==> config.mk <==
export PLATFORM = sky130hd
export DESIGN_NAME = frontend
export DESIGN_NICKNAME = d
export VERILOG_FILES = /design/src/design/fe_pkg.sv /design/src/design/fetch_unit.sv /design/src/design/multi_channel_fifo.sv /design/src/design/inst_decoder.sv /design/src/design/frontend.sv
export SDC_FILE = /design/constraint.sdc
export NUM_CORES = 2
export LEC_CHECK = 0
export BUFFER_PORTS_ARGS = -buffer_cell sky130_fd_sc_hd__buf_4
export CORE_ASPECT_RATIO = 0.7
export CORE_MARGIN = 10
export CORE_UTILIZATION = 40
export CTS_CLUSTER_SIZE = 20
export DETAILED_ROUTE_END_ITERATION = 16
export HOLD_SLACK_MARGIN = 0.1
export PLACE_DENSITY_LB_ADDON = 0.15
export SETUP_SLACK_MARGIN = 0.3
export SYNTH_ARGS = -nofsm -noshare
export SYNTH_HDL_FRONTEND = slang
export SYNTH_HIERARCHICAL = 1
export SYNTH_SLANG_ARGS = --single-unit
export TNS_END_PERCENT = 1
==> constraint.sdc <==
create_clock -name clk -period 37.6 [get_ports clk]
set_clock_uncertainty 0.2 [all_clocks]
set_input_delay 11.28 -clock clk [delete_from_list [all_inputs] [get_ports clk]]
set_output_delay 11.28 -clock clk [all_outputs]
set_load 0.05 [all_outputs]
==> src/design/fe_pkg.sv <==
package fe_pkg;

    // boot address of the core
    localparam logic [31:0] RESET_PC = 32'h1c000000;

    // slots per fetch and per issue
    localparam int FETCH_WIDTH = 2;

    localparam int RAW_FIFO_DEPTH = 8;
    localparam int DEC_FIFO_DEPTH = 4;

    // register usage classes
    localparam logic [2:0] REG_TYPE_I   = 3'd0;
    localparam logic [2:0] REG_TYPE_RW  = 3'd1;
    localparam logic [2:0] REG_TYPE_RRW = 3'd2;
    localparam logic [2:0] REG_TYPE_RR  = 3'd3;
    localparam logic [2:0] REG_TYPE_BL  = 3'd4;

    // three-register format
    typedef struct packed {
        logic [16:0] opcode;
        logic [4:0]  rk;
        logic [4:0]  rj;
        logic [4:0]  rd;
    } inst_3r_t;

    // two registers plus 12-bit immediate
    typedef struct packed {
        logic [9:0]  opcode;
        logic [11:0] imm;
        logic [4:0]  rj;
        logic [4:0]  rd;
    } inst_2ri12_t;

    typedef union packed {
        inst_3r_t    r3;
        inst_2ri12_t ri12;
    } inst_word_u;

    // {fetch_err, pc, word}
    localparam int RAW_ENTRY_W = 1 + 32 + 32;

    // raw entry followed by r_reg0, r_reg1, w_reg and imm
    localparam int DEC_ENTRY_W = RAW_ENTRY_W + 3 * 5 + 32;

endpackage

==> src/design/fetch_unit.sv <==
`timescale 1ns/1ps

module fetch_unit (
    input  logic        clk,
    input  logic        rst_n,

    input  logic        flush_i,
    input  logic [31:0] redirect_pc_i,

    input  logic        fifo_ready_i,

    output logic        fetch_req_o,
    output logic [31:0] fetch_addr_o,
    input  logic        fetch_resp_valid_i,
    input  logic [63:0] fetch_data_i,
    input  logic        fetch_err_i,

    output logic [1:0]  write_num_o,
    output logic [fe_pkg::FETCH_WIDTH-1:0][fe_pkg::RAW_ENTRY_W-1:0] write_data_o
);
    import fe_pkg::*;

    logic [31:0] pc;
    logic [31:0] req_pc;
    logic        started;
    logic        outstanding;
    logic        drop;
    logic        resp_keep;
    logic [31:0] pc_lo;
    logic [31:0] pc_hi;

    // one request in flight at most, none in a flush cycle
    assign fetch_req_o  = started & ~outstanding & fifo_ready_i & ~flush_i;
    assign fetch_addr_o = {pc[31:3], 3'b000};

    assign resp_keep = fetch_resp_valid_i & ~drop & ~flush_i;

    assign pc_lo = {req_pc[31:3], 3'b000};
    assign pc_hi = {req_pc[31:3], 3'b100};

    // entering mid-pair keeps only the upper word, packed into slot 0
    always_comb begin
        write_num_o = 2'd0;
        if (resp_keep) begin
            write_num_o = req_pc[2] ? 2'd1 : 2'd2;
        end
        if (req_pc[2]) begin
            write_data_o[0] = {fetch_err_i, pc_hi, fetch_data_i[63:32]};
        end else begin
            write_data_o[0] = {fetch_err_i, pc_lo, fetch_data_i[31:0]};
        end
        write_data_o[1] = {fetch_err_i, pc_hi, fetch_data_i[63:32]};
    end

    always_ff @(posedge clk) begin
        if (!rst_n) begin
            pc      <= RESET_PC;
            started <= 1'b0;
        end else begin
            started <= 1'b1;
            if (flush_i) begin
                pc <= redirect_pc_i;
            end else if (fetch_req_o) begin
                pc <= fetch_addr_o + 32'd8;
            end
        end
    end

    // request pc is payload, only meaningful while outstanding
    always_ff @(posedge clk) begin
        if (fetch_req_o) begin
            req_pc <= pc;
        end
    end

    always_ff @(posedge clk) begin
        if (!rst_n) begin
            outstanding <= 1'b0;
            drop        <= 1'b0;
        end else begin
            if (fetch_resp_valid_i) begin
                outstanding <= 1'b0;
                drop        <= 1'b0;
            end else if (fetch_req_o) begin
                outstanding <= 1'b1;
            end else if (flush_i && outstanding) begin
                // stale response still has to come back before refetch
                drop <= 1'b1;
            end
        end
    end

endmodule

==> src/design/multi_channel_fifo.sv <==
`timescale 1ns/1ps

module multi_channel_fifo #(
    parameter int DATA_WIDTH = 32,
    parameter int DEPTH      = 8
) (
    input  logic       clk,
    input  logic       rst_n,

    input  logic       flush_i,

    output logic       write_ready_o,
    input  logic [1:0] write_num_i,
    input  logic [fe_pkg::FETCH_WIDTH-1:0][DATA_WIDTH-1:0] write_data_i,

    output logic [1:0] read_valid_o,
    input  logic       read_ready_i,
    input  logic [1:0] read_num_i,
    output logic [fe_pkg::FETCH_WIDTH-1:0][DATA_WIDTH-1:0] read_data_o
);
    import fe_pkg::*;

    // DEPTH is a power of two, pointers wrap on their own
    logic [DATA_WIDTH-1:0]      mem [DEPTH];
    logic [$clog2(DEPTH)-1:0]   wr_ptr;
    logic [$clog2(DEPTH)-1:0]   rd_ptr;
    logic [$clog2(DEPTH):0]     count;
    logic [1:0]                 wr_cnt;
    logic [1:0]                 rd_cnt;
    logic [1:0]                 avail;

    assign write_ready_o = (int'(count) + FETCH_WIDTH) <= DEPTH;

    assign read_valid_o[0] = count != '0;
    assign read_valid_o[1] = int'(count) >= 2;

    assign avail = read_valid_o[1] ? 2'd2 : {1'b0, read_valid_o[0]};

    always_comb begin
        wr_cnt = write_ready_o ? write_num_i : 2'd0;
        rd_cnt = 2'd0;
        if (read_ready_i) begin
            // never pop more than is stored
            rd_cnt = (read_num_i > avail) ? avail : read_num_i;
        end
    end

    assign read_data_o[0] = mem[rd_ptr];
    assign read_data_o[1] = mem[rd_ptr + 1'b1];

    always_ff @(posedge clk) begin
        if (!flush_i) begin
            if (wr_cnt != 2'd0) begin
                mem[wr_ptr] <= write_data_i[0];
            end
            if (wr_cnt == 2'd2) begin
                mem[wr_ptr + 1'b1] <= write_data_i[1];
            end
        end
    end

    always_ff @(posedge clk) begin
        if (!rst_n) begin
            wr_ptr <= '0;
            rd_ptr <= '0;
            count  <= '0;
        end else if (flush_i) begin
            wr_ptr <= '0;
            rd_ptr <= '0;
            count  <= '0;
        end else begin
            wr_ptr <= wr_ptr + ($clog2(DEPTH))'(wr_cnt);
            rd_ptr <= rd_ptr + ($clog2(DEPTH))'(rd_cnt);
            count  <= count + ($clog2(DEPTH) + 1)'(wr_cnt)
                            - ($clog2(DEPTH) + 1)'(rd_cnt);
        end
    end

endmodule

==> src/design/inst_decoder.sv <==
`timescale 1ns/1ps

module inst_decoder (
    input  logic [31:0] inst_i,
    input  logic        fetch_err_i,

    output logic [4:0]  r_reg0_o,
    output logic [4:0]  r_reg1_o,
    output logic [4:0]  w_reg_o,
    output logic [31:0] imm_o
);
    import fe_pkg::*;

    inst_word_u word;
    logic [5:0] major;
    logic [2:0] reg_type;

    assign word  = inst_word_u'(inst_i);
    assign major = word.ri12.opcode[9:4];

    // a faulted fetch carries no usable word
    always_comb begin
        reg_type = REG_TYPE_I;
        if (!fetch_err_i) begin
            case (major)
                6'b000000: reg_type = REG_TYPE_RRW;
                6'b000001, 6'b000010, 6'b000011: reg_type = REG_TYPE_RW;
                // bit 24 splits stores from loads
                6'b001010: reg_type = word.ri12.opcode[2] ? REG_TYPE_RR : REG_TYPE_RW;
                6'b010101: reg_type = REG_TYPE_BL;
                6'b010110, 6'b010111, 6'b011000,
                6'b011001, 6'b011010, 6'b011011: reg_type = REG_TYPE_RR;
                default: reg_type = REG_TYPE_I;
            endcase
        end
    end

    always_comb begin
        r_reg0_o = 5'd0;
        r_reg1_o = 5'd0;
        w_reg_o  = 5'd0;
        imm_o    = 32'd0;
        case (reg_type)
            REG_TYPE_RRW: begin
                r_reg0_o = word.r3.rk;
                r_reg1_o = word.r3.rj;
                w_reg_o  = word.r3.rd;
            end
            REG_TYPE_RW: begin
                r_reg1_o = word.ri12.rj;
                w_reg_o  = word.ri12.rd;
                imm_o    = {{20{word.ri12.imm[11]}}, word.ri12.imm};
            end
            REG_TYPE_RR: begin
                // branches and stores read rd as a source
                r_reg0_o = word.ri12.rd;
                r_reg1_o = word.ri12.rj;
                imm_o    = {{20{word.ri12.imm[11]}}, word.ri12.imm};
            end
            REG_TYPE_BL: begin
                w_reg_o = 5'd1;
            end
            default: begin
                r_reg0_o = 5'd0;
            end
        endcase
    end

endmodule

==> src/design/frontend.sv <==
`timescale 1ns/1ps

module frontend (
    input  logic        clk,
    input  logic        rst_n,

    input  logic        flush_i,
    input  logic [31:0] redirect_pc_i,

    // instruction bus
    output logic        fetch_req_o,
    output logic [31:0] fetch_addr_o,
    input  logic        fetch_resp_valid_i,
    input  logic [63:0] fetch_data_i,
    input  logic        fetch_err_i,

    // issue side, slot 0 is the older one
    output logic [1:0]  inst_valid_o,
    input  logic [1:0]  issue_num_i,
    input  logic        backend_stall_i,
    output logic [fe_pkg::FETCH_WIDTH-1:0][31:0] pc_o,
    output logic [fe_pkg::FETCH_WIDTH-1:0][31:0] inst_o,
    output logic [fe_pkg::FETCH_WIDTH-1:0]       fetch_err_o,
    output logic [fe_pkg::FETCH_WIDTH-1:0][4:0]  r_reg0_o,
    output logic [fe_pkg::FETCH_WIDTH-1:0][4:0]  r_reg1_o,
    output logic [fe_pkg::FETCH_WIDTH-1:0][4:0]  w_reg_o,
    output logic [fe_pkg::FETCH_WIDTH-1:0][31:0] imm_o
);
    import fe_pkg::*;

    logic                                       raw_ready;
    logic [1:0]                                 fetch_write_num;
    logic [FETCH_WIDTH-1:0][RAW_ENTRY_W-1:0]    fetch_write_data;
    logic [1:0]                                 raw_valid;
    logic [1:0]                                 raw_read_num;
    logic [FETCH_WIDTH-1:0][RAW_ENTRY_W-1:0]    raw_data;
    logic                                       dec_ready;
    logic [FETCH_WIDTH-1:0][4:0]                dec_r0;
    logic [FETCH_WIDTH-1:0][4:0]                dec_r1;
    logic [FETCH_WIDTH-1:0][4:0]                dec_w;
    logic [FETCH_WIDTH-1:0][31:0]               dec_imm;
    logic [FETCH_WIDTH-1:0][DEC_ENTRY_W-1:0]    dec_write_data;
    logic [FETCH_WIDTH-1:0][DEC_ENTRY_W-1:0]    dec_read_data;

    fetch_unit u_fetch_unit (
        .clk,
        .rst_n,
        .flush_i,
        .redirect_pc_i,
        .fifo_ready_i       (raw_ready),
        .fetch_req_o,
        .fetch_addr_o,
        .fetch_resp_valid_i,
        .fetch_data_i,
        .fetch_err_i,
        .write_num_o        (fetch_write_num),
        .write_data_o       (fetch_write_data)
    );

    multi_channel_fifo #(
        .DATA_WIDTH (RAW_ENTRY_W),
        .DEPTH      (RAW_FIFO_DEPTH)
    ) raw_fifo (
        .clk,
        .rst_n,
        .flush_i,
        .write_ready_o (raw_ready),
        .write_num_i   (fetch_write_num),
        .write_data_i  (fetch_write_data),
        .read_valid_o  (raw_valid),
        .read_ready_i  (dec_ready),
        .read_num_i    (raw_read_num),
        .read_data_o   (raw_data)
    );

    // move every valid raw slot at once
    assign raw_read_num = {raw_valid[1], raw_valid[0] & ~raw_valid[1]};

    inst_decoder dec0 (
        .inst_i      (raw_data[0][31:0]),
        .fetch_err_i (raw_data[0][64]),
        .r_reg0_o    (dec_r0[0]),
        .r_reg1_o    (dec_r1[0]),
        .w_reg_o     (dec_w[0]),
        .imm_o       (dec_imm[0])
    );

    inst_decoder dec1 (
        .inst_i      (raw_data[1][31:0]),
        .fetch_err_i (raw_data[1][64]),
        .r_reg0_o    (dec_r0[1]),
        .r_reg1_o    (dec_r1[1]),
        .w_reg_o     (dec_w[1]),
        .imm_o       (dec_imm[1])
    );

    assign dec_write_data[0] = {raw_data[0], dec_r0[0], dec_r1[0], dec_w[0], dec_imm[0]};
    assign dec_write_data[1] = {raw_data[1], dec_r0[1], dec_r1[1], dec_w[1], dec_imm[1]};

    multi_channel_fifo #(
        .DATA_WIDTH (DEC_ENTRY_W),
        .DEPTH      (DEC_FIFO_DEPTH)
    ) decoded_fifo (
        .clk,
        .rst_n,
        .flush_i,
        .write_ready_o (dec_ready),
        .write_num_i   (raw_read_num),
        .write_data_i  (dec_write_data),
        .read_valid_o  (inst_valid_o),
        .read_ready_i  (~backend_stall_i),
        .read_num_i    (issue_num_i),
        .read_data_o   (dec_read_data)
    );

    // unpack {err, pc, word, r0, r1, w, imm}
    always_comb begin
        for (int k = 0; k < FETCH_WIDTH; k++) begin
            fetch_err_o[k] = dec_read_data[k][111];
            pc_o[k]        = dec_read_data[k][110:79];
            inst_o[k]      = dec_read_data[k][78:47];
            r_reg0_o[k]    = dec_read_data[k][46:42];
            r_reg1_o[k]    = dec_read_data[k][41:37];
            w_reg_o[k]     = dec_read_data[k][36:32];
            imm_o[k]       = dec_read_data[k][31:0];
        end
    end

endmodule

Yosys cells after proc, flatten, opt, wreduce, memory -nomap -nowiden
Memories as Yosys holds them, arrays and structs flattened. A register that Yosys moved wholly into a read port is not among the register bits.
Cells that the tools add are included.
Cells by class
  magnitude comparators: 6
  $mul: 0
  div/mod/pow operators: 0
  reduce and logical (&&, ||, !) cells: 21
  shift operators: 0
  bitwise gates (word level): 12
  mux-type cells: 42
  $add $sub $neg: 15
  equal/unequal tests: 32
Operators with widths (number)
  $mux W32: 4
  $eq A6 B5 Y1 const B: 14
  $pmux W5 S2: 4
  $mux W35: 1
  $add A32 B4 Y32 const B: 1
  $le A32 B4 Y1 const B: 1
  $le A32 B5 Y1 const B: 1
  $pmux W3 S5: 2
  $mux W2: 13
  $eq A6 B2 Y1 const B: 4
  $mux W1: 13
  $eq A3 B2 Y1 const B: 4
  $eq A6 B1 Y1 const B: 2
  $eq A6 B4 Y1 const B: 2
  $logic_not A6 Y1: 2
  $reduce_or A2 Y1: 6
  $reduce_or A3 Y1: 4
  $reduce_or A6 Y1: 2
  $mux W5: 2
  $add A3 B2 Y3: 3
  $mux W3: 3
  $add A3 B1 Y3 const B: 2
  $and A1 B1 Y1: 6
  $eq A3 B1 Y1 const B: 2
  other kinds (18): 30
Word-level totals
  bits in read-only memories: 0
  bits in latches: 0
  bits in writable memories: 968
  memories kept: 2
  word-level logic and storage cells: 141
  flip-flop bits (word level): 84
  output and inout port bits: 259
Memories
  raw_fifo.mem: words 8, width 65, read ports 2, clocked after Yosys merged registers in 1, write ports 2, RTL line multi_channel_fifo.sv:24  | logic [DATA_WIDTH-1:0] mem [DEPTH];
  decoded_fifo.mem: words 4, width 112, read ports 2, clocked after Yosys merged registers in 1, write ports 2, RTL line multi_channel_fifo.sv:24

Logic depth before layout (Yosys ltp)
  word-level depth: 9
  depth in mapped cells: 18
  mapped depth without buffers: 18

Hierarchy
Netlist, hierarchy kept.
By module, submodules not included
  multi_channel_fifo at raw_fifo: seq. area each 15815.2 µm², times used 1, area each 30644.4 µm², cells an instance 1679
  multi_channel_fifo at decoded_fifo: seq. area each 13593.0 µm², times used 1, area each 25040.3 µm², cells an instance 1311
  fetch_unit: seq. area each 1561.5 µm², times used 1, area each 3908.7 µm², cells an instance 395
  inst_decoder: seq. area each 0.0 µm², times used 2, area each 565.5 µm², cells an instance 84
  frontend: seq. area each 0.0 µm², times used 1, area each 17.5 µm², cells an instance 2

Worst setup path before layout
No wires, ideal clock.
  path kind: input to output
  from: input port flush_i
  to: output port fetch_req_o
  arrival: 13407 ps
  required time: 26120 ps
  stages on the path: 2
  setup slack: 12713 ps
  cell sequence: clkbuf_1 nor2_1
On the way
  cells in the longest elaborated chain, start to end: 2
Ends and longest elaborated chain
  from (decl): RTL line frontend.sv:7  | input logic flush_i,
  $not A1 Y1: RTL line fetch_unit.sv:33  | assign fetch_req_o = started & ~outstanding & fifo_ready_i & ~flush_i;
  $and A1 B1 Y1: RTL line fetch_unit.sv:33
  to (decl): RTL line frontend.sv:11  | output logic fetch_req_o,
No other way between the ends.

Worst setup path after layout
Ends and elaborated chain as after synthesis.

==> qor.txt <==
most frequent CP cell: buf_4
total CTS buffers: 115
Max Cap Viol: 0
post-synth top area share: 49.3%
crit end category: output port
worst stage delay on the critical path: 0.81 ns
initial antenna violation count: 19
commonest cells in the netlist: mux2_2 (1,034), edfxtp_1 (998), mux4_2 (484)
Synth Area in Adders: 0.651%
Post-CTS Setup Bufs: 0
hold buffers post-CTS: 0
syn avg cell area: 17.1 um^2
cells after synthesis: 3,555
CP Max Fanout: 32
kind of critical path: primary input to output port
Synth Area in Compound Gates: 1.34%
placed cell count: 5,589
yosys warns: 6
Site Rows: 119
Post-Synth Simple-Gate Area: 2.68%
main flop type after synthesis: edfxtp_1
measured slew at the worst slew-check pin: 1.29 ns
RSZ-0062 raised after global routing: no
Total GRT Usage: 20.6%
H-tree depth: 3
min Tclk post-route: 24.15 ns
Tot Pwr: 4.38 mW
final instance count without filler cells: 5,822
routed len/inst: 30.6 um
slowest CP cell: nor2_4
I/O pin count: 363
Final Hold Vio Count: 0
Clock Latency Late Sink: 0.74 ns
TritonCTS clock tree: yes
Startpoint Class: primary input
Syn-to-layout area delta: 12.1%
worst hold path class: register to register
Worst-path clk slew: 0.07 ns
largest net degree at the start of global routing: 109
post-detailed-route count of antenna-violating nets: 0
clk buf depth: 3
first-pass GRT wire length: 258,000 um
Final Setup Violations: 0
crit path cell chain: buf_4 -> nor2_4 -> buf_4
share of cells above drive strength 1: 59.1%
Worst Path Buf+Inv: 2
Root Driver: clkbuf_16
IO buf count: 357
hold slack: 0.236 ns
Nets: 3,842
DR iter-0 viols: 2,880
most frequent cell after synthesis: mux2_2
Post-route DRC: 0
Post-synth EDFFs: 998
synthesized cell area: 60,700 um^2
XOR/XNOR Fraction of Synth Area: 0.303%
max_slew headroom: 13.8%
dpl hpwl: 108,000 um
cell family with the largest share of critical-path delay: simple AND/OR/NAND/NOR gates
Achievable Freq: 41.4 MHz
vias per std cell: 5.94
Slew Limit Fails: 0
Clock Sinks: 1,048
total routed wirelength: 178,000 um
mux share of post-synthesis cell area: 39.6%
TritonRoute pass-1 iters: 5
Yosys reg bits: 1,048
die area: 168,000 um^2
FFs w/ async S/R, synth: 0%
vias in the first global route: 35,700
Worst Path Required: 26.12 ns
main combinational cell family by area after synthesis: multiplexers
largest cells by area after synthesis: edfxtp_1 (49%), mux2_2 (19%), mux4_2 (18%)
Fin Setup TNS: 0 ns
VDD IR-drop max: 55.0 uV
Unique masters post-synth: 75
sequential area share after synthesis: 51.0%
Arrival @ worst endpoint: 12.67 ns
routability cong.: 0.779
Via Count: 34,600
PwrDens: 64.3 nW/um^2
Static Leak: 22.3 nW
Overflow after GRT: 0
post_cts resized: 0
status: complete, no violations
Tcrit/Tclk final: 64.2%
initial core utilization: 40.3%
Die Width: 486 um
die height: 346 um
Core Area: 151,000 um^2
cell taking the most area after synthesis: edfxtp_1
-- through the flow --
stage,setup slack [ns],utilization (%),cell area [um^2]
after CTS,13.41,45.2,68100
after detailed placement,13.41,42.6,64200
after global placement,13.48,42.6,64200
after global routing,13.33,45.2,68100
after floorplan,12.71,-,60800
final,13.45,45.2,68100
-- cell families after synthesis --
family	count (synthesis)
multiplexers	1628
flip-flops	1048
buffers and inverters	432
AND/OR/NAND/NOR	275
AO/OA/AOI/OAI	121
adder cells (fa/ha/maj)	28
XOR/XNOR	21
other	2
-- where the power goes --
group          internal (mW)  switching [mW]
registers               1.46          0.0738
clock network          0.680           0.490
logic                  0.652            1.02
total                   2.80            1.58
-- final timing paths --
check        cells past startpoint                       to          startpoint  slack (ns)
min                              0   u_fetch_unit/req_pc[2]  u_fetch_unit/pc[2]        0.24
max reg2reg                      8  decoded_fifo/mem[0][35]  raw_fifo/rd_ptr[1]       31.71
max                              3              fetch_req_o             flush_i       13.45
min reg2reg                      0   u_fetch_unit/req_pc[2]  u_fetch_unit/pc[2]        0.24
-- state kept, by name, summed over array words and instances (netlist names) --
| name | flops |
|---|---|
| raw_fifo/wr_ptr | 3 |
| decoded_fifo/mem | 448 |
| u_fetch_unit/outstanding | 1 |
| raw_fifo/mem | 520 |
| u_fetch_unit/started | 1 |
| u_fetch_unit/pc | 30 |
| u_fetch_unit/req_pc | 30 |
| u_fetch_unit/drop | 1 |
| raw_fifo/count | 4 |
| raw_fifo/rd_ptr | 3 |
| decoded_fifo/wr_ptr | 2 |
| decoded_fifo/rd_ptr | 2 |
| decoded_fifo/count | 3 |
-- worst reg2reg max path, cell delays in order, from the launching register on --
cell and delay (ns):
dfxtp_4 1.00, ha_4 0.90, mux4_2 0.61, mux2_2 0.40, or4_1 0.53, a21oi_1 0.88, o21ai_0 0.51, a21oi_1 0.51
mux2_2 0.24
-- placed cells by master, fill, tap and decap left out, types with 10 or more instances in the layout --
| cell | Yosys | final |
|---|---|---|
| o21ai_0 | 27 | 27 |
| clkbuf_16 | 0 | 119 |
| and2_1 | 23 | 23 |
| o31ai_1 | 10 | 10 |
| clkbuf_1 | 74 | 29 |
| or4_1 | 15 | 15 |
| inv_1 | 31 | 31 |
| or3_1 | 12 | 12 |
| xor2_1 | 14 | 13 |
| diode_2 | 0 | 14 |
| edfxtp_1 | 998 | 998 |
| nand2b_1 | 11 | 11 |
| nor2_1 | 55 | 44 |
| dfxtp_1 | 50 | 45 |
| mux2i_1 | 14 | 14 |
| and3_1 | 32 | 30 |
| bufinv_16 | 0 | 13 |
| clkinv_2 | 0 | 23 |
| mux2_2 | 1034 | 1034 |
| mux2_4 | 80 | 80 |
| mux4_2 | 484 | 484 |
| clkinv_1 | 1 | 21 |
| ha_1 | 22 | 21 |
| nand3_1 | 29 | 25 |
| nand2_1 | 29 | 29 |
| buf_4 | 146 | 429 |
| nor2_4 | 0 | 11 |
| a21oi_1 | 28 | 23 |
| mux2_1 | 16 | 16 |
-- layer usage --
layer,share of wire [%],track usage [%],up-vias
li1,-,-,14900
met1,45,29.0,18500
met2,47,32.6,992
met3,5.3,3.66,251
met4,2.6,6.10,6
met5,0.023,0,-
-- cell type report --
type | count | area, um^2
repair buffers | 430 | 3240
inverters | 34 | 128
flip-flops and latches | 1048 | 31000
diodes | 14 | 35.0
well taps | 1996 | 2500
multi-input cells | 2081 | 27400
clock buffers | 154 | 3170
clock inverters | 65 | 678
fillers | 13100 | 82600
(Power assumes the default switching activity.)
